## config.mk

```make
export PLATFORM = sky130hd
export DESIGN_NAME = loadAlign
export DESIGN_NICKNAME = d
export VERILOG_FILES = /design/src/source/cpuPkg.sv /design/src/source/memPkg.sv /design/src/source/loadAlign.sv
export SDC_FILE = /design/constraint.sdc
export NUM_CORES = 1
export LEC_CHECK = 0
export BUFFER_PORTS_ARGS = -buffer_cell sky130_fd_sc_hd__buf_2
export CAP_MARGIN = 20
export CORE_AREA = 2 2 82 84
export DETAILED_ROUTE_END_ITERATION = 16
export DIE_AREA = 0 0 84 86
export PLACE_DENSITY = 0.6
export SYNTH_ARGS = -nofsm -noshare
export SYNTH_HDL_FRONTEND = slang
export SYNTH_SLANG_ARGS = --single-unit
export TNS_END_PERCENT = 20
```

## constraint.sdc

```tcl
create_clock -name vclk -period 1.3
set_input_delay 0.195 -clock vclk [all_inputs]
set_output_delay 0.195 -clock vclk [all_outputs]
set_load 0.01 [all_outputs]
```

## src/source/cpuPkg.sv

```systemverilog
// ================================================
// pipeline-level instruction types shared by the MEM stage blocks
// import inside a module body, use scoped names in port lists
// ================================================
package cpuPkg;

    // access width, shared by loads and stores
    typedef enum logic [1:0] {
        szByte = 2'd0,
        szHalf = 2'd1,
        szWord = 2'd2
    } accessSizeT;

    typedef struct packed {
        logic       readMem;
        logic       isSigned;    // sign-extend the loaded lane
        accessSizeT size;
    } loadTypeT;

    typedef struct packed {
        logic       dmWr;
        accessSizeT size;
    } storeTypeT;

    // write-back source
    typedef enum logic [1:0] {
        wbAluOut = 2'd0,
        wbOutB   = 2'd1,
        wbDmOut  = 2'd2
    } wbSelT;

    typedef struct packed {
        logic rfWr;
    } regsWrT;

    typedef struct packed {
        logic syscall;
        logic eret;
        logic adEL;    // load address error
        logic adES;    // store address error
        logic reserved;
    } exceptT;

    // execute -> MEM bundle
    typedef struct packed {
        logic        valid;
        logic [31:0] pc;
        logic [31:0] aluOut;    // also the data address
        logic [31:0] outB;      // store operand
        logic [4:0]  dst;
        loadTypeT    loadType;
        storeTypeT   storeType;
        wbSelT       wbSel;
        regsWrT      regsWr;
        exceptT      exceptType;
    } exeMemT;

    // MEM -> WB bundle
    typedef struct packed {
        logic        valid;
        logic [31:0] pc;
        logic [31:0] aluOut;
        logic [31:0] dmOut;
        logic [4:0]  dst;
        wbSelT       wbSel;
        regsWrT      regsWr;        // after exception suppression
        exceptT      exceptType;
    } memWbT;

    // MIPS cause.ExcCode values
    typedef enum logic [4:0] {
        excInt  = 5'h00,
        excAdEL = 5'h04,
        excAdES = 5'h05,
        excSys  = 5'h08
    } excCodeT;

endpackage

```

## src/source/memPkg.sv

```systemverilog
// ================================================
// memory-side widths and structs for the data RAM port
// ================================================
package memPkg;

    localparam int addrWidth = 32;
    localparam int dataWidth = 32;
    localparam int strbWidth = dataWidth / 8;    // one strobe per byte lane

    // single-cycle RAM request, we only meaningful with valid
    typedef struct packed {
        logic                 valid;
        logic                 we;
        logic [addrWidth-1:0] addr;
        logic [dataWidth-1:0] wdata;
        logic [strbWidth-1:0] wstrb;
    } ramReqT;

    // what the load shaper needs from the registered instruction
    typedef struct packed {
        logic [1:0] offset;     // byte offset inside the word
        logic       signExt;
    } memCtlT;

endpackage

```

## src/source/loadAlign.sv

```systemverilog
// ================================================
// load shaping for the registered instruction
// picks the byte or half lane, extends it, and selects the forward value
// ================================================
module loadAlign (
    input  cpuPkg::exeMemT memQ,
    input  logic [31:0]    rdata,          // word read at the capture edge
    output logic [31:0]    dmOut,
    output logic [31:0]    forwardResult
);

    import cpuPkg::*;
    import memPkg::*;

    memCtlT      ctl;
    logic [7:0]  lane8;
    logic [15:0] lane16;
    logic        fill8;
    logic        fill16;

    always_comb begin
        ctl.offset  = memQ.aluOut[1:0];
        ctl.signExt = memQ.loadType.isSigned;

        lane8  = rdata[8*ctl.offset +: 8];
        lane16 = ctl.offset[1] ? rdata[31:16] : rdata[15:0];    // half is aligned

        fill8  = ctl.signExt && lane8[7];
        fill16 = ctl.signExt && lane16[15];

        case (memQ.loadType.size)
            szByte:  dmOut = {{24{fill8}}, lane8};
            szHalf:  dmOut = {{16{fill16}}, lane16};
            default: dmOut = rdata;
        endcase
    end

    // forwarding sees the store operand only for outB write-back
    always_comb begin
        if (memQ.wbSel == wbOutB) begin
            forwardResult = memQ.outB;
        end else begin
            forwardResult = memQ.aluOut;
        end
    end

endmodule

```

# Word level (Yosys, flattened, before mapping)
# Cells that the tools add are included.
# Widths: inputs -> output; s select.
[totals]
wordCells = 9
latch_bits = 0
n_memories = 0
out_inout_bits = 64
register_bits = 0
ramBits = 0
mem_bits_ro = 0
[op_classes]
n_lt_le_gt_ge = 0
n_addsub = 0
n_mul = 0
bitwise_logic = 0
div_mod_pow = 0
n_mux = 3
shift = 1
n_reduce_logical = 3
n_eq_ne = 2
[ops]
columns = ["operator", "n"]
rows = [
  ["$pmux 32 s2", 1],
  ["$mux 32", 1],
  ["$shiftx 32x6->8", 1],
  ["$mux 16", 1],
  ["$eq 2x1->1 const B", 2],
  ["$logic_and 1x1->1", 2],
  ["$logic_not 2->1", 1],
]

# Longest topological paths before layout
[logic_depth]
ltp_word = 3
depth_mapped = 6
mapped_depth_nobuf = 4

# Worst setup path before layout
# Ideal clock, no wire load.
[synth_timing]
kind = "in2out"
startpoint = "input port memQ[12] (netlist name)"
endpoint = "output port dmOut[16]"
stages = 6
required_time_ns = 1.105
path_buffers = 2
setup_slack_ns = -0.035
arrival_ns = 1.140
cell_sequence = "buf_6 -> or2b_2 -> a31oi_2 -> nand2_2 -> buf_6 -> nand2_1"
[synth_via]
elab_chain_cells = 2
[synth_lines]
columns = ["item", "line", "text"]
rows = [
  ["start, declared", "loadAlign.sv:6", "input cpuPkg::exeMemT memQ,"],
  ["$eq 2x1->1 / $logic_not 2->1 (equally long branches)", "loadAlign.sv:31", "case (memQ.loadType.size)"],
  ["$pmux 32 s2 *", "loadAlign.sv:31", ""],
  ["end, declared", "loadAlign.sv:8", "output logic [31:0] dmOut,"],
]
# Every way passes the cells marked *; elsewhere a longest branch is shown, timed or not.

# Worst setup path after layout
[layout_timing]
startpoint = "input port memQ[52] (netlist name)"
endpoint = "output port dmOut[13]"
[layout_via]
elab_chain_cells = 3
[layout_lines]
columns = ["item", "line", "text"]
rows = [
  ["$shiftx 32x6->8", "loadAlign.sv:25", "lane8 = rdata[8*ctl.offset +: 8];"],
  ["$logic_and 1x1->1", "loadAlign.sv:28", "fill8 = ctl.signExt && lane8[7];"],
  ["$pmux 32 s2", "loadAlign.sv:31", ""],
]
# No other way between the ends.

==> results.cfg <==
[sta]
finalSetupViolCount = 37
tns_ns = -4.61
max_slew_margin_pct = 70.8
worst_pin_slew_ns = 0.436
finalHoldViolations = 0
fin_crit_sh_pct = 118
rsz0062_at_grt = true
fmaxAchievable_ghz = 0.654
drv_slew = 0
setup_slack_ns = -0.228
fin_crit_ns = 1.53

[pwr]
vdd_drop_max_mv = 0.166
switching_share_pct = 42.4
internal_power_uw = 602
p_seq_share_pct = 0
powerDensity_mw_per_mm2 = 403
p_leak_uw = 0.00141
power.switching_uw = 444
pwr-share-clk_pct = 0
combPwrFrac_pct = 100.0

[final_layout]
design.seq.count = 0
n_antenna_cell = 0
syn2layout_area_growth_pct = 127
seqCellArea_sq_um = 0
multi_input_comb_area_sq_mm = 0.00120
fill_cells = 643
drive_above_1_share_pct = 80.4
nNetsFinal = 487
clkbuf_count = 0

[routing]
drtIter0Drc = 34
vias_per_cell = 4.48
drtPass1Iterations = 4
drt_wl_total_microns = 5380
vias = 1851
wire_per_inst_microns = 13.0
drt.antenna.violating_nets = 0
drc_errors = 0

[worst_hold_path]
worstHoldPathCells = 4
worstHoldEndpoint = dmOut[18]
hold_path.class = input port to output pin
min-delay-start = rdata[18]

[placed_design]
dp_hpwl_microns = 4270
dp_slack_ns = -0.381
place_congestion = 0.806
portBuffers = 165

[die]
dieWidth_microns = 84
core-area_sq_mm = 0.00628
num_rows = 29
die_y_microns = 86
io_pins = 213
die-area_sq_mm = 0.00722
start_util_pct = 18.3

[logic_synthesis]
synth_top_cell_by_area = mux2_2
synth_nets = 309
netlist.area_leader.share_pct = 29.5
syn_area_sq_mm = 0.00115
syn_inst = 160
syn_avg_cell_area_sq_um = 7.16
yosys.cell_types.count = 32
synth_area_leaders = mux2_2 29%, nand2_1 18%, a221o_2 7.9%, or2b_2 3.8%, buf_2 2.6%
yosysWarnings = 0
ys_seq_area_share_pct = 0

[worst_setup_path]
worstPathArrival_ns = 1.33
start_kind = input port
critPathRequiredTime_ns = 1.11
path_cells = buf_8, mux2i_4, mux2_4, nor3_4, buf_6, a221o_2, buf_6
max_stage_delay_ns = 0.30
critPathSlowestCell = a221o_2
cp_common_cell = buf_6
path_class = input port to output pin
end_kind = output pin
crit_path_start = memQ[52]
cp_max_fo = 5
crit_family = multiplexers
crit_buf_inv = 3

[run]
maxCapViolations = 0

[global_route]
grt_overflow = 0
antenna_found_initial = 0
grt_max_degree = 32
grt_pass1_wl_microns = 8510
grt_pass1_vias = 1850
gr-usage-all-layers_pct = 13.5

[run_status]
status = finished, violations left
violations = setup timing

[clock_tree]
ctsHoldBuffers = 0
==> area by class of cell <==
| cell class | instances | share of cell area [%] |
|---|---|---|
| repair buffers | 190 | 49.8 |
| inverters | 2 | 0.289 |
| well taps | 77 | 3.71 |
| multi-input cells | 144 | 46.2 |
==> cell usage after synthesis (3+ instances only) <==
cell type and n:
a21o_2 3, a2bb2oi_1 3, mux2_2 30, nor2b_1 3
clkbuf_1 3, nand2_1 55, o22a_1 3, nor2_1 4
and2b_2 3, a22oi_1 4, a21oi_1 3, a221o_2 8
buf_2 6, or2b_2 5
==> through the flow <==
stage               area (sq um)  instances  util, %  hold WS [ns]  total power, uW
finish                      2600        413     41.4         0.685             1050
global placement            2170        407     34.5         0.695              831
global route                2600        413     41.4         0.696             1130
detailed placement          2170        407     34.5         0.695              839
floorplan                   1170        160        -         0.511              441
CTS                         2460        413     39.1         0.687              982
==> worst max path at each step <==
stage	to	depth (start not counted)
final	dmOut[13]	7
after floorplan	forwardResult[6]	4
after global routing	dmOut[13]	7
after global placement	dmOut[9]	5
after CTS	dmOut[7]	8
after detailed placement	dmOut[11]	5
==> layout by cell type, fill, tap and decap left out, types with 3 or more instances in the layout <==
master,n
a2bb2oi_1,3
buf_4,17
nand2_2,10
a22oi_1,4
o22a_1,3
nand2_4,6
nand2_1,40
buf_6,38
a21oi_1,3
o21ai_1,4
a221o_2,8
buf_2,131
mux2_4,8
or2b_4,3
mux2_2,23
and2b_2,3
nor2b_2,3
a21o_2,3
==> metal layers <==
layer,global-route usage (%),vias up,part of all wire (%)
met1,16.2,838,40
li1,-,924,-
met2,27.1,87,53
met4,0.880,0,0.28
met5,0,-,0
met3,1.35,2,6.7
==> power groups by stage <==
stage | clock [uW] | sequential, uW | combinational (uW)
2_1_floorplan | 0 | 0 | 441
3_3_place_gp | 0 | 0 | 831
3_5_place_dp | 0 | 0 | 839
4_1_cts | 0 | 0 | 982
5_1_grt | 0 | 0 | 1130
6_report | 0 | 0 | 1050
==> kinds of logic (layout without fill, tap and decap cells) <==
family	Yosys count	in the layout	share of synthesized area [%]
AO/OA/AOI/OAI	33	33	24.6
buffers and inverters	16	192	9.28
multiplexers	35	35	34.5
AND/OR/NAND/NOR	76	76	31.7
==> what timing repair did <==
| action | CTS | global route |
|---|---|---|
| endpoints found under the hold margin | 0 | 0 |
| setup endpoints to repair | 64 | 64 |
| gates resized for setup | 49 | 29 |
| cloned | 1 | 0 |
| setup buffers | 5 | 0 |
| pin swaps | 3 | 2 |
Note: power is estimated with default switching activity, not from simulation.
