===== src/source/cpuPkg.sv =====
// ================================================
// pipeline-level instruction types shared by the MEM stage blocks
// import inside a module body, use scoped names in port lists
// ================================================
package cpuPkg;

    // access width, shared by loads and stores
    typedef enum logic [1:0] {
        szByte = 2'd0,
        szHalf = 2'd1,
        szWord = 2'd2
    } accessSizeT;

    typedef struct packed {
        logic       readMem;
        logic       isSigned;    // sign-extend the loaded lane
        accessSizeT size;
    } loadTypeT;

    typedef struct packed {
        logic       dmWr;
        accessSizeT size;
    } storeTypeT;

    // write-back source
    typedef enum logic [1:0] {
        wbAluOut = 2'd0,
        wbOutB   = 2'd1,
        wbDmOut  = 2'd2
    } wbSelT;

    typedef struct packed {
        logic rfWr;
    } regsWrT;

    typedef struct packed {
        logic syscall;
        logic eret;
        logic adEL;    // load address error
        logic adES;    // store address error
        logic reserved;
    } exceptT;

    // execute -> MEM bundle
    typedef struct packed {
        logic        valid;
        logic [31:0] pc;
        logic [31:0] aluOut;    // also the data address
        logic [31:0] outB;      // store operand
        logic [4:0]  dst;
        loadTypeT    loadType;
        storeTypeT   storeType;
        wbSelT       wbSel;
        regsWrT      regsWr;
        exceptT      exceptType;
    } exeMemT;

    // MEM -> WB bundle
    typedef struct packed {
        logic        valid;
        logic [31:0] pc;
        logic [31:0] aluOut;
        logic [31:0] dmOut;
        logic [4:0]  dst;
        wbSelT       wbSel;
        regsWrT      regsWr;        // after exception suppression
        exceptT      exceptType;
    } memWbT;

    // MIPS cause.ExcCode values
    typedef enum logic [4:0] {
        excInt  = 5'h00,
        excAdEL = 5'h04,
        excAdES = 5'h05,
        excSys  = 5'h08
    } excCodeT;

endpackage


===== src/source/memStageReg.sv =====
// ================================================
// MEM pipeline register that holds on stall and loads a bubble on flush
// ================================================
module memStageReg (
    input  logic           clk,
    input  logic           rstN,
    input  logic           memFlush,    // bubble at this edge
    input  logic           memWr,       // low holds the stage
    input  cpuPkg::exeMemT exeChecked,
    output cpuPkg::exeMemT memQ
);

    // flush wins over capture
    always_ff @(posedge clk) begin
        if (!rstN || memFlush) begin
            memQ <= '0;
        end else if (memWr) begin
            memQ <= exeChecked;
        end
    end

endmodule


===== config.mk =====
export PLATFORM = sky130hd
export DESIGN_NAME = memStageReg
export DESIGN_NICKNAME = d
export VERILOG_FILES = /design/src/source/cpuPkg.sv /design/src/source/memStageReg.sv
export SDC_FILE = /design/constraint.sdc
export NUM_CORES = 1
export LEC_CHECK = 0
export CAP_MARGIN = 10
export CORE_MARGIN = 3
export CORE_UTILIZATION = 35
export DETAILED_ROUTE_END_ITERATION = 12
export DONT_BUFFER_PORTS = 1
export GPL_ROUTABILITY_DRIVEN = 0
export PLACE_DENSITY = 0.45
export SLEW_MARGIN = 15
export SYNTH_ARGS = -nofsm -noshare
export SYNTH_HDL_FRONTEND = slang
export SYNTH_SLANG_ARGS = --single-unit
export TNS_END_PERCENT = 5

===== constraint.sdc =====
create_clock -name clk -period 1.1 [get_ports clk]
set_input_delay 0.11 -clock clk [delete_from_list [all_inputs] [get_ports clk]]
set_output_delay 0.11 -clock clk [all_outputs]
set_load 0.05 [all_outputs]

# ---- Word level (Yosys, flattened, before mapping)
# Cells that the tools add are included.
dict set report totals {
  input_bits 121
  reg_bits 117
}
dict set report op_classes {
  n_reduce_logical 2
}
# op n
set ops {}
lappend ops {{$logic_not 1->1} 1}
lappend ops {{$logic_or 1x1->1} 1}

# ---- Logic depth before layout (Yosys ltp)
# Gate-level depths: netlist (run 1).
dict set report logic_depth {
  depth_word 2
  ltp_mapped 5
}

# ---- Worst setup path before layout (run 1)
# OpenSTA, ideal clock, no wires.
dict set report synth_timing {
  path_kind {input to register}
  from {input memWr}
  to {register memQ[100] in the netlist's numbering}
  setup_ns 0.117
  slack_ns 0.202
  t_arrival_ns 0.781
  t_required_ns 0.983
  path_stages 5
  path_cell_list {buf_4 buf_6 buf_6 mux2i_1 nor2_1}
}
# item line_no
set synth_lines {}
lappend synth_lines {{start, declared} memStageReg.sv:8} ;# input logic memWr,
lappend synth_lines {{end signal, assigned} memStageReg.sv:18} ;# memQ <= exeChecked;
lappend synth_lines {{end, declared} memStageReg.sv:10} ;# output cpuPkg::exeMemT memQ

# ---- Final worst setup path (run 1)
dict set report layout_timing {
  from {register memQ[70] in the netlist's numbering}
  to {output memQ[70] in the netlist's numbering}
}
# No word-level cell between the ends.

==> results of run 1 <==
==> layer usage <==
metal	part of all wire	routed length [um]	up-vias	global-route usage
met5	0	0	-	0
met4	0.0076	85	0	0.0546
li1	-	-	1713	-
met1	0.39	4300	1580	0.181
met3	0.088	988	8	0.0714
met2	0.52	5800	139	0.288
==> stage by stage <==
stage / util / instances / hold slack (ps) / worst slack (ps) / area, sq um
finish: 0.595 / 762 / -112 / 37.5 / 6820
global route: 0.595 / 762 / -135 / 0.0394 / 6820
CTS: 0.590 / 762 / -135 / 13.7 / 6760
detailed placement: 0.442 / 615 / 266 / 260 / 5070
global placement: 0.442 / 615 / 260 / 266 / 5070
floorplan: - / 378 / 257 / 202 / 4130
==> where the power goes <==
part           switching (W)  leakage [nW]  internal (W)
logic               0.000796          2.00      0.000690
clock network        0.00176         0.263       0.00307
registers          0.0000779         0.953       0.00439
total                0.00264          3.21       0.00815
==> Yosys cell counts, drive strengths merged <==
master | n | area share
dfxtp | 117 | 0.57
mux2i | 117 | 0.28
nor2 | 117 | 0.11
buf | 18 | 0.033
clkbuf | 8 | 0.0073
nand2b | 1 | 0.0015
==> cells by family after synthesis <==
kind of cell	Yosys count	synth area share
DFF	117	0.568
and+or+nand+nor	118	0.108
buffers and inverters	26	0.0406
muxes	117	0.284
==> final timing paths <==
kind / cells after the start / end / start
hold reg to reg: 2 / memQ[59] / memQ[59]
setup reg to reg: 2 / memQ[62] / memQ[62]
setup / recovery: 1 / memQ[70] / memQ[70]
hold / removal: 2 / memQ[46] / memWr
==> worst reg2reg max path, cell delays in order, from the launching register on <==
cell,delay [ps]
dfxtp_1,320
mux2i_1,160
nor2_1,70
==> cells in the final DEF, fill, tap and decap left out <==
cell and n:
mux2i_1 117, nor2_1 117, dlygate4sd3_1 117, dfxtp_1 117
buf_4 103, clkbuf_16 17, buf_6 15, clkinv_2 5
clkbuf_1 4, clkbuf_8 4, buf_12 2, nand2b_4 1
==> timing repair <==
action / 4_1_cts / 5_1_grt
endpoints found under the setup margin: 0 / 15
hold endpoints to repair: 117 / 117
gates resized for setup: 0 / 15
==> final cells by class <==
class	instances	area share
timing repair buffer	237	0.316
multi-input combinational	235	0.238
clock inverter	5	0.00367
clock buffer	25	0.0727
sequential	117	0.343
tap	143	0.0262
==> run summary, run 1 <==
status -> finished with violations
violated checks -> hold timing
vias per cell -> 4.51
worst-path maximum fanout -> 2
Slew Viols, Final -> 0
Worst Hold Slack -> -112 ps
Fin. Hold Viols -> 42
register bit total from synthesis -> 117
min Tclk post-route -> 1060 ps
FF/Latch Area -> 2340 sq um
pwr dens -> 1580 nW/um^2
distinct cell type count after synthesis -> 8
instance count of the mapped netlist -> 378
post-detail-place hpwl -> 6930 um
slowest stage delay, CP -> 350 ps
Largest register FFs -> 117
top-level port count -> 238
Final nets -> 729
gr usage total -> 0.166
hold buffer count at cts -> 117
CP cell instances -> buf_4
routed wire length -> 11200 um
Core Box Area -> 11500 sq um
Die Ht -> 115 um
worst skew pair latency -> 390 ps
DRT Pass-1 Iters -> 4
Setup crit end kind -> output pin
CTS H-Tree Depth -> 4
delay-heaviest family, CP -> flip-flops
CTS tree -> done
Die Area -> 13100 sq um
Worst Path Buf+Inv -> 1
slowest CP cell -> dfxtp_1
critical path arrival -> 950 ps
Top reg by flops -> memQ
Port Buf Inserts -> 0
number of remaining DRC errors -> 0
Worst slew margin -> 0.816
# fillers -> 923
post-route ant nets -> 0
Worst R2R Setup Slack -> 440 ps
unrepaired setup endpoints after global routing -> false
Ys Warns -> 0
GR Overflow Total -> 0
initial DRC count -> 149
layout overhead on the synthesized area -> 65.3%
synthesized area per cell -> 10.9 sq um
sequential area share after synthesis -> 0.568
Pwr Total -> 0.0108 W
clk root buf -> clkbuf_16
fmax -> 941 MHz
clock buffer count from CTS -> 17
cell area after synthesis -> 4130 sq um
final setup fails -> 0
vias in the first global route -> 3526
routed via count -> 3440
Tcrit/Tclk final -> 0.966
drt wl/cell -> 14.7 um
Starting Density -> 0.360
post-route clock skew -> 0 ps
Setup crit start kind -> flip-flop
Max VDD drop -> 0.813 mV
Mapped Nets -> 499
Slew @ Worst Pin -> 276 ps
Worst Hold Class -> primary input to flip-flop
# rows -> 39
buffer depth of the longest clock path -> 2
Die Wd -> 115 um
CTS sink cnt -> 117
Max Cap Viol -> 0
Crit path required time -> 990 ps
n_diodes -> 0
fraction of layout instances using a drive strength above 1 -> 0.237
multi-input logic area -> 1620 sq um
Largest regs -> memQ: 117 flops
first-pass GRT wire length -> 17100 um
Setup Buffers After CTS -> 0
Pleak -> 3.21 nW
pin count of the biggest net entering global routing -> 118
setup TNS -> 0 ps
clock transition at the registers of the reported paths -> 50 ps
initial antenna violation count -> 0
Setup CP Type -> flip-flop to output pin
Note: power is estimated with default switching activity, not from simulation.
==> inputs of run 2 (changes only) <==
Settings changed: HOLD_SLACK_MARGIN set to 0.08.
Clock period 1.1 ns to 1.3 ns, I/O delays scaled along.
==> run 2 against run 1 <==
Net effect: the run now fails in 4_1_cts; synthesized area did not move; synthesized cell count did not move.
==> run summary, run 2 <==
top-level port count -> 238
CTS H-Tree Depth -> 4
Fail Step -> 4_1_cts
post-synth top area share -> 0.568
dominant cells by area after synthesis -> dfxtp_1 (57%), mux2i_1 (28%), nor2_1 (11%), buf_4 (1.6%), buf_6 (1.1%)
post-cts sizing count -> 0
number of synthesized flops with an enable pin -> 0
distinct cell type count after synthesis -> 8
sequential area share after synthesis -> 0.568
post-place setup slack -> 510 ps
ys flop type -> dfxtp_1
status -> did not finish
clk root buf -> clkbuf_16
hold buffer count at cts -> 130
Setup Buffers After CTS -> 0
Error -> [ERROR RSZ-0060] Max buffer count reached.
post-detail-place hpwl -> 6840 um
Ys Warns -> 0
instance count of the mapped netlist -> 378
Port Buf Inserts -> 0
cell area after synthesis -> 4130 sq um
Starting Density -> 0.360
Die Ht -> 115 um
Die Wd -> 115 um
register bit total from synthesis -> 117
dpl cells -> 614
FFs w/ async S/R, synth -> 0
buffer depth of the longest clock path -> 2
Placed Area -> 5060 sq um
clock buffer count from CTS -> 17
CTS sink cnt -> 117
dominant cell type by area after synthesis -> dfxtp_1
# rows -> 39
Post-synth top cells -> dfxtp_1 (117), mux2i_1 (117), nor2_1 (117)
synthesized area per cell -> 10.9 sq um
Mapped Nets -> 499
## run 2: cell counts after synthesis
Identical to the previous run, type by type.
## run 2: kinds of logic after synthesis
group                  share of synthesized area
buffers and inverters                     0.0406
AND/OR/NAND/NOR                            0.108
flip-flops                                 0.568
multiplexers                               0.284
## run 2: metrics by stage
step / hold WS [ps] / util
after floorplan: 277 / -
after global placement: 279 / 0.442
after detailed placement: 288 / 0.442
==> inputs of run 3 (changes only) <==
Settings changed: CORE_UTILIZATION 35 to 20, HOLD_SLACK_MARGIN 0.08 to not set, PLACE_DENSITY 0.45 to not set, PLACE_DENSITY_LB_ADDON set to 0.15.
==> run 3 against run 2 <==
Net effect: synthesized cell count unchanged; synthesized area is the same; the flow again stops in 4_1_cts.
==> run summary, run 3 <==
synthesized area per cell -> 10.9 sq um
FFs w/ async S/R, synth -> 0
ys flop type -> dfxtp_1
# rows -> 51
status -> did not finish
Die Wd -> 150 um
number of synthesized flops with an enable pin -> 0
CTS H-Tree Depth -> 4
Fail Step -> 4_1_cts
hold buffer count at cts -> 154
Placed Area -> 5220 sq um
clk root buf -> clkbuf_16
dominant cells by area after synthesis -> dfxtp_1 (57%), mux2i_1 (28%), nor2_1 (11%), buf_4 (1.6%), buf_6 (1.1%)
post-cts sizing count -> 0
Starting Density -> 0.208
dominant cell type by area after synthesis -> dfxtp_1
post-detail-place hpwl -> 7430 um
Die Ht -> 150 um
cell area after synthesis -> 4130 sq um
Setup Buffers After CTS -> 0
register bit total from synthesis -> 117
CTS sink cnt -> 117
Port Buf Inserts -> 0
sequential area share after synthesis -> 0.568
Ys Warns -> 0
Post-synth top cells -> dfxtp_1 (117), mux2i_1 (117), nor2_1 (117)
clock buffer count from CTS -> 17
instance count of the mapped netlist -> 378
top-level port count -> 238
post-synth top area share -> 0.568
distinct cell type count after synthesis -> 8
Error -> [ERROR RSZ-0060] Max buffer count reached.
buffer depth of the longest clock path -> 2
Mapped Nets -> 499
-- run 3: cell counts after synthesis --
No cell type changed its count.
-- run 3: cell families after synthesis --
family,Yosys count,synth area share
buffers and inverters,26,0.0406
DFF,117,0.568
muxes,117,0.284
and+or+nand+nor,118,0.108
-- run 3: stage by stage --
step	setup slack, ps	instances
detailed placement	524	736
global placement	540	736
floorplan	382	378
