`src/source/cpuPkg.sv`:
```
// ================================================
// pipeline-level instruction types shared by the MEM stage blocks
// import inside a module body, use scoped names in port lists
// ================================================
package cpuPkg;

    // access width, shared by loads and stores
    typedef enum logic [1:0] {
        szByte = 2'd0,
        szHalf = 2'd1,
        szWord = 2'd2
    } accessSizeT;

    typedef struct packed {
        logic       readMem;
        logic       isSigned;    // sign-extend the loaded lane
        accessSizeT size;
    } loadTypeT;

    typedef struct packed {
        logic       dmWr;
        accessSizeT size;
    } storeTypeT;

    // write-back source
    typedef enum logic [1:0] {
        wbAluOut = 2'd0,
        wbOutB   = 2'd1,
        wbDmOut  = 2'd2
    } wbSelT;

    typedef struct packed {
        logic rfWr;
    } regsWrT;

    typedef struct packed {
        logic syscall;
        logic eret;
        logic adEL;    // load address error
        logic adES;    // store address error
        logic reserved;
    } exceptT;

    // execute -> MEM bundle
    typedef struct packed {
        logic        valid;
        logic [31:0] pc;
        logic [31:0] aluOut;    // also the data address
        logic [31:0] outB;      // store operand
        logic [4:0]  dst;
        loadTypeT    loadType;
        storeTypeT   storeType;
        wbSelT       wbSel;
        regsWrT      regsWr;
        exceptT      exceptType;
    } exeMemT;

    // MEM -> WB bundle
    typedef struct packed {
        logic        valid;
        logic [31:0] pc;
        logic [31:0] aluOut;
        logic [31:0] dmOut;
        logic [4:0]  dst;
        wbSelT       wbSel;
        regsWrT      regsWr;        // after exception suppression
        exceptT      exceptType;
    } memWbT;

    // MIPS cause.ExcCode values
    typedef enum logic [4:0] {
        excInt  = 5'h00,
        excAdEL = 5'h04,
        excAdES = 5'h05,
        excSys  = 5'h08
    } excCodeT;

endpackage

```
`src/source/memException.sv`:
```
// ================================================
// exception / eret ranking for the instruction in MEM
// drives the pipeline flushes and the final register write enable
// ================================================
module memException (
    input  cpuPkg::exeMemT  memQ,
    input  logic [31:0]     cp0Status,
    input  logic [31:0]     cp0Cause,
    output cpuPkg::regsWrT  regsWrFinal,
    output cpuPkg::exceptT  exceptFinal,
    output cpuPkg::excCodeT excCode,
    output logic            idFlushExc,
    output logic            exeFlushExc,
    output logic            memFlushExc,
    output logic [1:0]      isExceptionOrEret    // 01 exception, 10 eret
);

    import cpuPkg::*;

    logic intPending;
    logic excTaken;
    logic eretTaken;

    always_comb begin
        // IE set, EXL clear, some unmasked line pending
        intPending = cp0Status[0] && !cp0Status[1] &&
                     |(cp0Cause[15:8] & cp0Status[15:8]);

        excTaken  = 1'b0;
        eretTaken = 1'b0;
        excCode   = excInt;

        if (memQ.valid) begin
            if (intPending) begin
                excTaken = 1'b1;
            end else if (memQ.exceptType.adEL) begin
                excTaken = 1'b1;
                excCode  = excAdEL;
            end else if (memQ.exceptType.adES) begin
                excTaken = 1'b1;
                excCode  = excAdES;
            end else if (memQ.exceptType.syscall) begin
                excTaken = 1'b1;
                excCode  = excSys;
            end else if (memQ.exceptType.eret) begin
                eretTaken = 1'b1;    // only when nothing above fired
            end
        end

        isExceptionOrEret = {eretTaken, excTaken};
        idFlushExc        = excTaken || eretTaken;
        exeFlushExc       = excTaken || eretTaken;
        memFlushExc       = excTaken || eretTaken;

        // the faulting instruction must not commit its result
        regsWrFinal.rfWr = memQ.valid && memQ.regsWr.rfWr && !excTaken;
        exceptFinal      = memQ.valid ? memQ.exceptType : '0;
    end

endmodule

```
`config.mk`:
```
export PLATFORM = sky130hd
export DESIGN_NAME = memException
export DESIGN_NICKNAME = d
export VERILOG_FILES = /design/src/source/cpuPkg.sv /design/src/source/memException.sv
export SDC_FILE = /design/constraint.sdc
export NUM_CORES = 1
export LEC_CHECK = 0
export ABC_AREA = 1
export BUFFER_PORTS_ARGS = -buffer_cell sky130_fd_sc_hd__buf_2
export CAP_MARGIN = 20
export CORE_AREA = 2 2 77 79
export DETAILED_ROUTE_END_ITERATION = 7
export DIE_AREA = 0 0 79 81
export PLACE_DENSITY_LB_ADDON = 0.08
export SYNTH_ARGS = -nofsm -noshare
export SYNTH_HDL_FRONTEND = slang
export SYNTH_SLANG_ARGS = --single-unit
```
`constraint.sdc`:
```
create_clock -name vclk -period 0.8
set_input_delay 0 -clock vclk [all_inputs]
set_output_delay 0 -clock vclk [all_outputs]
set_load 0.005 [all_outputs]
```
; Word level (Yosys, flattened, before mapping)
; Cells that the tools add are included.
; Widths: inputs -> output; s select.
[totals]
word_cells = 26
regBits = 0
inputBits = 181
[op_classes]
mux = 17
reduce_logical = 8
bitwise = 1
[op_table]
columns = op, count
row1 = $mux 4, 5
row2 = $mux 1, 11
row3 = $and 8x8->8, 1
row4 = $reduce_or 8->1, 1
row5 = $mux 5, 1
row6 = $logic_and 1x1->1, 4
row7 = $logic_not 1->1, 2
row8 = $logic_or 1x1->1, 1

; Depth between registers and ports, before layout
; Gate-level depths: netlist of the first run.
[depth]
ltp_word = 7
ltp_mapped = 9

; Worst setup path before layout of the first run
; OpenSTA, ideal clock, no wires.
[synth_timing]
kind = input to output
start = input port cp0Cause[13]
end = output port idFlushExc
n_path_buf = 1
path_stages = 9
required_ps = 800
setup_slack_ps = 135
t_arrival_ps = 665
path_cell_list = nand2_1 nand2_1 nor2_1 nand2_1 nand2_2 nand2_2 nand2_2 nand2_1 buf_4
[synth_via]
elab_chain_len = 6
elab_cells_between_ends = 8
cone_classes = mux: 4 / bitwise: 1 / reduce/logical: 3
[synth_rtl]
columns = element, line_no
row1 = from (decl), memException.sv:8  ; input logic [31:0] cp0Cause,
row2 = $and 8x8->8 (*), memException.sv:27  ; |(cp0Cause[15:8] & cp0Status[15:8]);
row3 = $reduce_or 8->1 (*), memException.sv:27
row4 = $logic_and 1x1->1 (*), memException.sv:26  ; intPending = cp0Status[0] && !cp0Status[1] &&
row5 = $mux 1, memException.sv:34  ; if (intPending) begin
row6 = $mux 1, memException.sv:33  ; if (memQ.valid) begin
row7 = $logic_or 1x1->1 (*), --
row8 = to (decl), memException.sv:12  ; output logic idFlushExc,
; Mark *: on every way between the ends. The rest lies on a longest branch, timed or not.

; Worst setup path in the final report of the first run
[layout_timing]
start = input port cp0Cause[15]
end = output port memFlushExc
[layout_via]
elab_chain_len = 6
elab_cells_between_ends = 8
cone_classes = mux: 4 / bitwise: 1 / reduce/logical: 3
[layout_rtl]
columns = element, line_no
row1 = $and 8x8->8 (*), memException.sv:27
row2 = $reduce_or 8->1 (*), memException.sv:27
row3 = $logic_and 1x1->1 (*), memException.sv:26
row4 = $mux 1, memException.sv:34
row5 = $mux 1, memException.sv:33
row6 = $logic_or 1x1->1 (*), memException.sv:53  ; memFlushExc = excTaken || eretTaken;
row7 = to (decl), memException.sv:14  ; output logic memFlushExc,
; Marks and branches as above.

==> impl_results.md, run 1 <==
- Status: finished with violations
- Failing checks: setup timing
- Final Worst Setup Slack: -19.0 ps
- Commonest non-fill, non-tap cell in the layout: buf_2
- Post-Syn Area per Cell: 4.70 sq um
- Port Buf Inserts: 39
- Diodes inserted: 0
- # clk buffers: 0
- Worst path most repeated cell: nand2_2
- Commonest non-fill, non-tap cells in the layout: buf_2 (30), nand2_1 (13), nand2_2 (9), buf_6 (9), inv_1 (7)
- Final min period: just over 800 ps
- Endpoints failing hold: 0
- Initial antenna violation count: 0
- Top Family by Delay on Critical Path: simple AND/OR/NAND/NOR gates
- Die area: around 0.0064 sq mm
- Crit path kind: in -> out
- DP Wirelength: 984 microns
- Detail Route Antenna Nets: 0
- Rows: 28
- Wire length on met2: between 400 and 500 microns
- Maxcap violations: 0
- Routed len/inst: ~6.6 microns
- IO Pins: approximately 200
- Area Growth Syn to Fin: 158%
- CP Cell Sequence: buf_2, nand2_2, nand2_2, nor2_4, nand2_2, nand2_4, nand2_4, nand2_4, nand2_2, buf_2
- Die Width: 79 microns
- Synth area leaders: nand2_1 (35%), buf_4 (19%), inv_1 (13%)
- Placer Congestion: roughly 0.56
- Dpl ws: -127 ps
- Slowest cell on crit path: buf_2
- VDD IR max: approximately 0.096 mV
- Max stage delay on crit path: approximately 120 ps
- CP Buf/Inv Count: 2
- Startpoint types: input pin
- Hold buffer count at CTS: 0
- Layout cell share with drive strength beyond 1: between 60% and 70%
- Number of DRC markers after the initial detailed-route iteration: 1
- PwrDens: approximately 420 mW/mm^2
- Total GRT Usage: between 3 and 4%
- Post-synth top area share: a little over a third
- Crit share post-route: 102%
- RSZ-0062 raised after global routing: yes
- Crit. End Element: output port
- M1 WL: around 450 microns
- Top routing layer in use: met3
- Setup violators final: 3
- WP depth: 10
- Vias: roughly 390
- Mapped cell area: 235 sq um
- Netlist cell types: 9
- Vias in the first global route: between 300 and 400
- DR vias/cell: around 2.4
- Initial core utilization: 4.14%
- Total global routing overflow: 0
- Core area: 0.00568 sq mm
- DR DRC count: 0
- Pwr Total: 255 uW
- First-pass GRT wire length: 1660 microns
- Final Core Density: 10.7%
- Final Max Tran Viols: 0
- Post CTS Setup Buffer Count: 0
- Layout net count: 268
- Crit path to: memFlushExc
- Synth area leader: nand2_1
- Largest driver fanout on the critical path: 4
- Synth Warn #: 0
- Die Span Y: approximately 81 microns
- CP Launch Point: cp0Cause[15]
- WP data arrival: between 800 and 900 ps
- Leak: 0.000350 uW
- Seq/Total Area, Yosys: 0%
- Max Fclk: 1220 MHz
- FF/Latch Area: 0 sq um
- Seq_cells: 0
- 1st-pass router iterations: 3
- WL final: approximately 1100 microns
- Critical path data required time: ~800 ps
- Routed met3 length: around 110 microns
- Mapped Cells: 50
- Largest net degree at the start of global routing: 6
- Min-Delay Path Class: in -> out
cell families (layout without fill, tap and decap cells):
kind of cell	count (synthesis)	count (layout)	share of synthesized area (%)
buffers and inverters	14	48	31.9
other	1	2	1.59
and+or+nand+nor	34	34	63.3
AOI/OAI and AO/OA	1	1	3.19
power by group:
group	internal, uW	total [uW]	switching (uW)
clock	0	0	0
combinational	138	255	117
sequential	0	0	0
total	138	255	117
synth_stat cells:
library cell	count
nand2_1	22
inv_1	8
nor2_1	7
buf_4	6
nand2_2	3
a22oi_1	1
conb_1	1
nand3_1	1
nor3_4	1
how the worst min path moves through the flow:
stage          startpoint             end  slack [ps]  cells past startpoint
2_1_floorplan     memQ[2]      excCode[0]          30                      1
3_3_place_gp      memQ[0]  exceptFinal[0]         250                      4
3_5_place_dp      memQ[0]  exceptFinal[0]         250                      4
4_1_cts           memQ[0]  exceptFinal[0]         250                      4
5_1_grt           memQ[0]  exceptFinal[0]         260                      4
6_report          memQ[0]  exceptFinal[0]         250                      4
per-layer routing:
| metal | up-vias | track usage [%] |
|---|---|---|
| met4 | 0 | 0 |
| met3 | 0 | 0.667 |
| met1 | 153 | 3.98 |
| met2 | 25 | 5.93 |
| li1 | 207 | - |
| met5 | - | 0 |
what timing repair did:
item / CTS / global route
endpoints found under the setup margin: 9 / 9
pin swaps: 6 / 11
resized for setup: 12 / 16
cloned: 0 / 0
tightest hold or removal path, cell delays in order:
cell and delay (ps):
buf_2 70, nand2_1 40, inv_1 40, buf_2 90
layout make-up:
type	count	area, sq um
multi-input combinational	37	224
inverter	8	30.0
timing repair buffer	40	259
tap	75	93.8
fill	675	5070
per-stage QoR:
| step | cell area [sq um] | hold slack (ps) | TNS (ps) | cells |
|---|---|---|---|---|
| CTS | 539 | 249 | -237 | 160 |
| global placement | 490 | 248 | -569 | 160 |
| finish | 607 | 246 | -44.6 | 160 |
| global route | 607 | 258 | -539 | 160 |
| detailed placement | 490 | 247 | -780 | 160 |
| floorplan | 239 | 31.1 | 0 | 51 |
Note: power is estimated with default switching activity, not from simulation.
==> inputs of run 2 (changes only) <==
TNS_END_PERCENT = 10   (was unset)
==> run 2 against run 1 <==
Net effect:
- largest cell class unchanged
- core utilization fell by 0.088 points
- first-iteration DRC count rose to 8.0 times the previous value
- die area did not move
- combinational power is 2% lower
- critical path depth stayed put
- routed wire length decreased by 0.38%
- hold slack unchanged
- the run still ends with setup timing left
- global-route usage stayed put
- fmax increased by 0.32%
==> impl_results.md, run 2 (synthesis results as in run 1) <==
- Min-Delay Path Class: in -> out
- Sw Ratio: 45.6%
- DP Wirelength: 984 microns
- Area of the multi-input gates: approximately 220 sq um
- Internal power: ~140 uW
- Switching power: 115 uW
- Clock share of power: 0%
- DR vias/cell: around 2.4
- Final Max Tran Viols: 0
- Layout cell share with drive strength beyond 1: about two thirds
- Crit path kind: in -> out
- Dpl ws: -127 ps
- IO Pins: 197
- Commonest non-fill, non-tap cells in the layout: buf_2 (30), nand2_1 (13), nand2_2 (10)
- Status: finished with violations
- Critical path data required time: approximately 800 ps
- Setup violators final: 3
- Rows: 28
- Leak: roughly 0.00035 uW
- Worst path most repeated cell: nand2_2
- Layout net count: 268
- Routed len/inst: around 6.5 microns
- Crit share post-route: 102%
- Gate power share: 100.0%
- Endpoints failing hold: 0
- Max stage delay on crit path: 120 ps
- Placer Congestion: 0.556
- Total GRT Usage: 3.17%
- Startpoint types: input pin
- 1st-pass router iterations: 3
- WP depth: 10
- Crit. End Element: output port
- Vias in the first global route: 367
- Final Core Density: 10.6%
- Core area: between 0.005 and 0.006 sq mm
- FF/Latch Area: 0 sq um
- Post CTS Setup Buffer Count: 0
- Commonest non-fill, non-tap cell in the layout: buf_2
- DR DRC count: 0
- Final instance area: ~600 sq um
- # clk buffers: 0
- Dpl cell area: between 400 and 500 sq um
- Initial core utilization: 4.14%
- Largest driver fanout on the critical path: 4
- VDD IR max: ~0.096 mV
- Max Fclk: 1220 MHz
- Layout fillers: 677
- CP Launch Point: cp0Cause[15]
- Seq_cells: 0
- Largest net degree at the start of global routing: 6
- CP Cell Sequence: buf_2, nand2_2, nand2_2, nor2_4, nand2_2, nand2_4, nand2_4, nand2_2, nand2_2, buf_2
- WL final: 1050 microns
- Vias: roughly 390
- Top Family by Delay on Critical Path: simple AND/OR/NAND/NOR gates
- Die Width: between 70 and 80 microns
- Area Growth Syn to Fin: 156%
- Initial antenna violation count: 0
- Total global routing overflow: 0
- Sequential Power Share: 0%
- Final Worst Setup Slack: -16.4 ps
- Slowest cell on crit path: buf_2
- Pwr Total: ~250 uW
- CP Buf/Inv Count: 2
- Port Buf Inserts: 39
- WP data arrival: 820 ps
- PwrDens: roughly 420 mW/mm^2
- Crit path to: memFlushExc
- Die area: approximately 0.0064 sq mm
- Die Span Y: slightly above 80 microns
- Number of DRC markers after the initial detailed-route iteration: 8
- Hold_ws: between 200 and 250 ps
- Maxcap violations: 0
- Diodes inserted: 0
- Failing checks: setup timing
- Detail Route Antenna Nets: 0
- RSZ-0062 raised after global routing: yes
- Final min period: roughly 820 ps
- First-pass GRT wire length: ~1700 microns
## run 2: cell counts in the layout (fill, tap and decap cells not counted)
Identical to the previous run, type by type.
## run 2: stage by stage
stage                     TNS, ps  cells
after global placement       -569    160
after floorplan                 0     51
after detailed placement     -780    160
after CTS                    -237    160
final                       -36.7    160
after global routing         -527    160
## run 2: worst min-delay path by stage
stage             from              to  slack [ps]  cells after the start
2_1_floorplan  memQ[2]      excCode[0]          30                      1
3_3_place_gp   memQ[0]  exceptFinal[0]         250                      4
3_5_place_dp   memQ[0]  exceptFinal[0]         250                      4
4_1_cts        memQ[0]  exceptFinal[0]         250                      4
5_1_grt        memQ[0]  exceptFinal[0]         260                      4
6_report       memQ[0]  exceptFinal[0]         250                      4
## run 2: timing repair
action | in CTS | in global routing
setup endpoints to repair | 9 | 9
hold buffers | 0 | 0
hold endpoints to repair | 0 | 0
pin swaps | 6 | 11
gates cloned | 0 | 0
resized for setup | 12 | 14
## run 2: worst min-delay path, delay by kind of cell
family	cells	cell delay, ps
AND/OR/NAND/NOR	1	40
buffers and inverters	3	200
## run 2: layout make-up
cell class	instances	share of cell area, %
repair buffers	40	43.0
multi-input cells	37	36.4
well taps	75	15.6
inverters	8	4.99
## run 2: power groups by stage
| stage | clock network [uW] | logic [uW] | registers [uW] |
|---|---|---|---|
| 6_report | 0 | 251 | 0 |
| 5_1_grt | 0 | 282 | 0 |
| 4_1_cts | 0 | 221 | 0 |
| 3_3_place_gp | 0 | 196 | 0 |
| 2_1_floorplan | 0 | 92.8 | 0 |
| 3_5_place_dp | 0 | 194 | 0 |
## run 2: layer usage
layer  track usage (%)  wire (microns)
met2              5.93             493
met3             0.667             109
met1              3.98             444
met5                 0               0
met4                 0               0
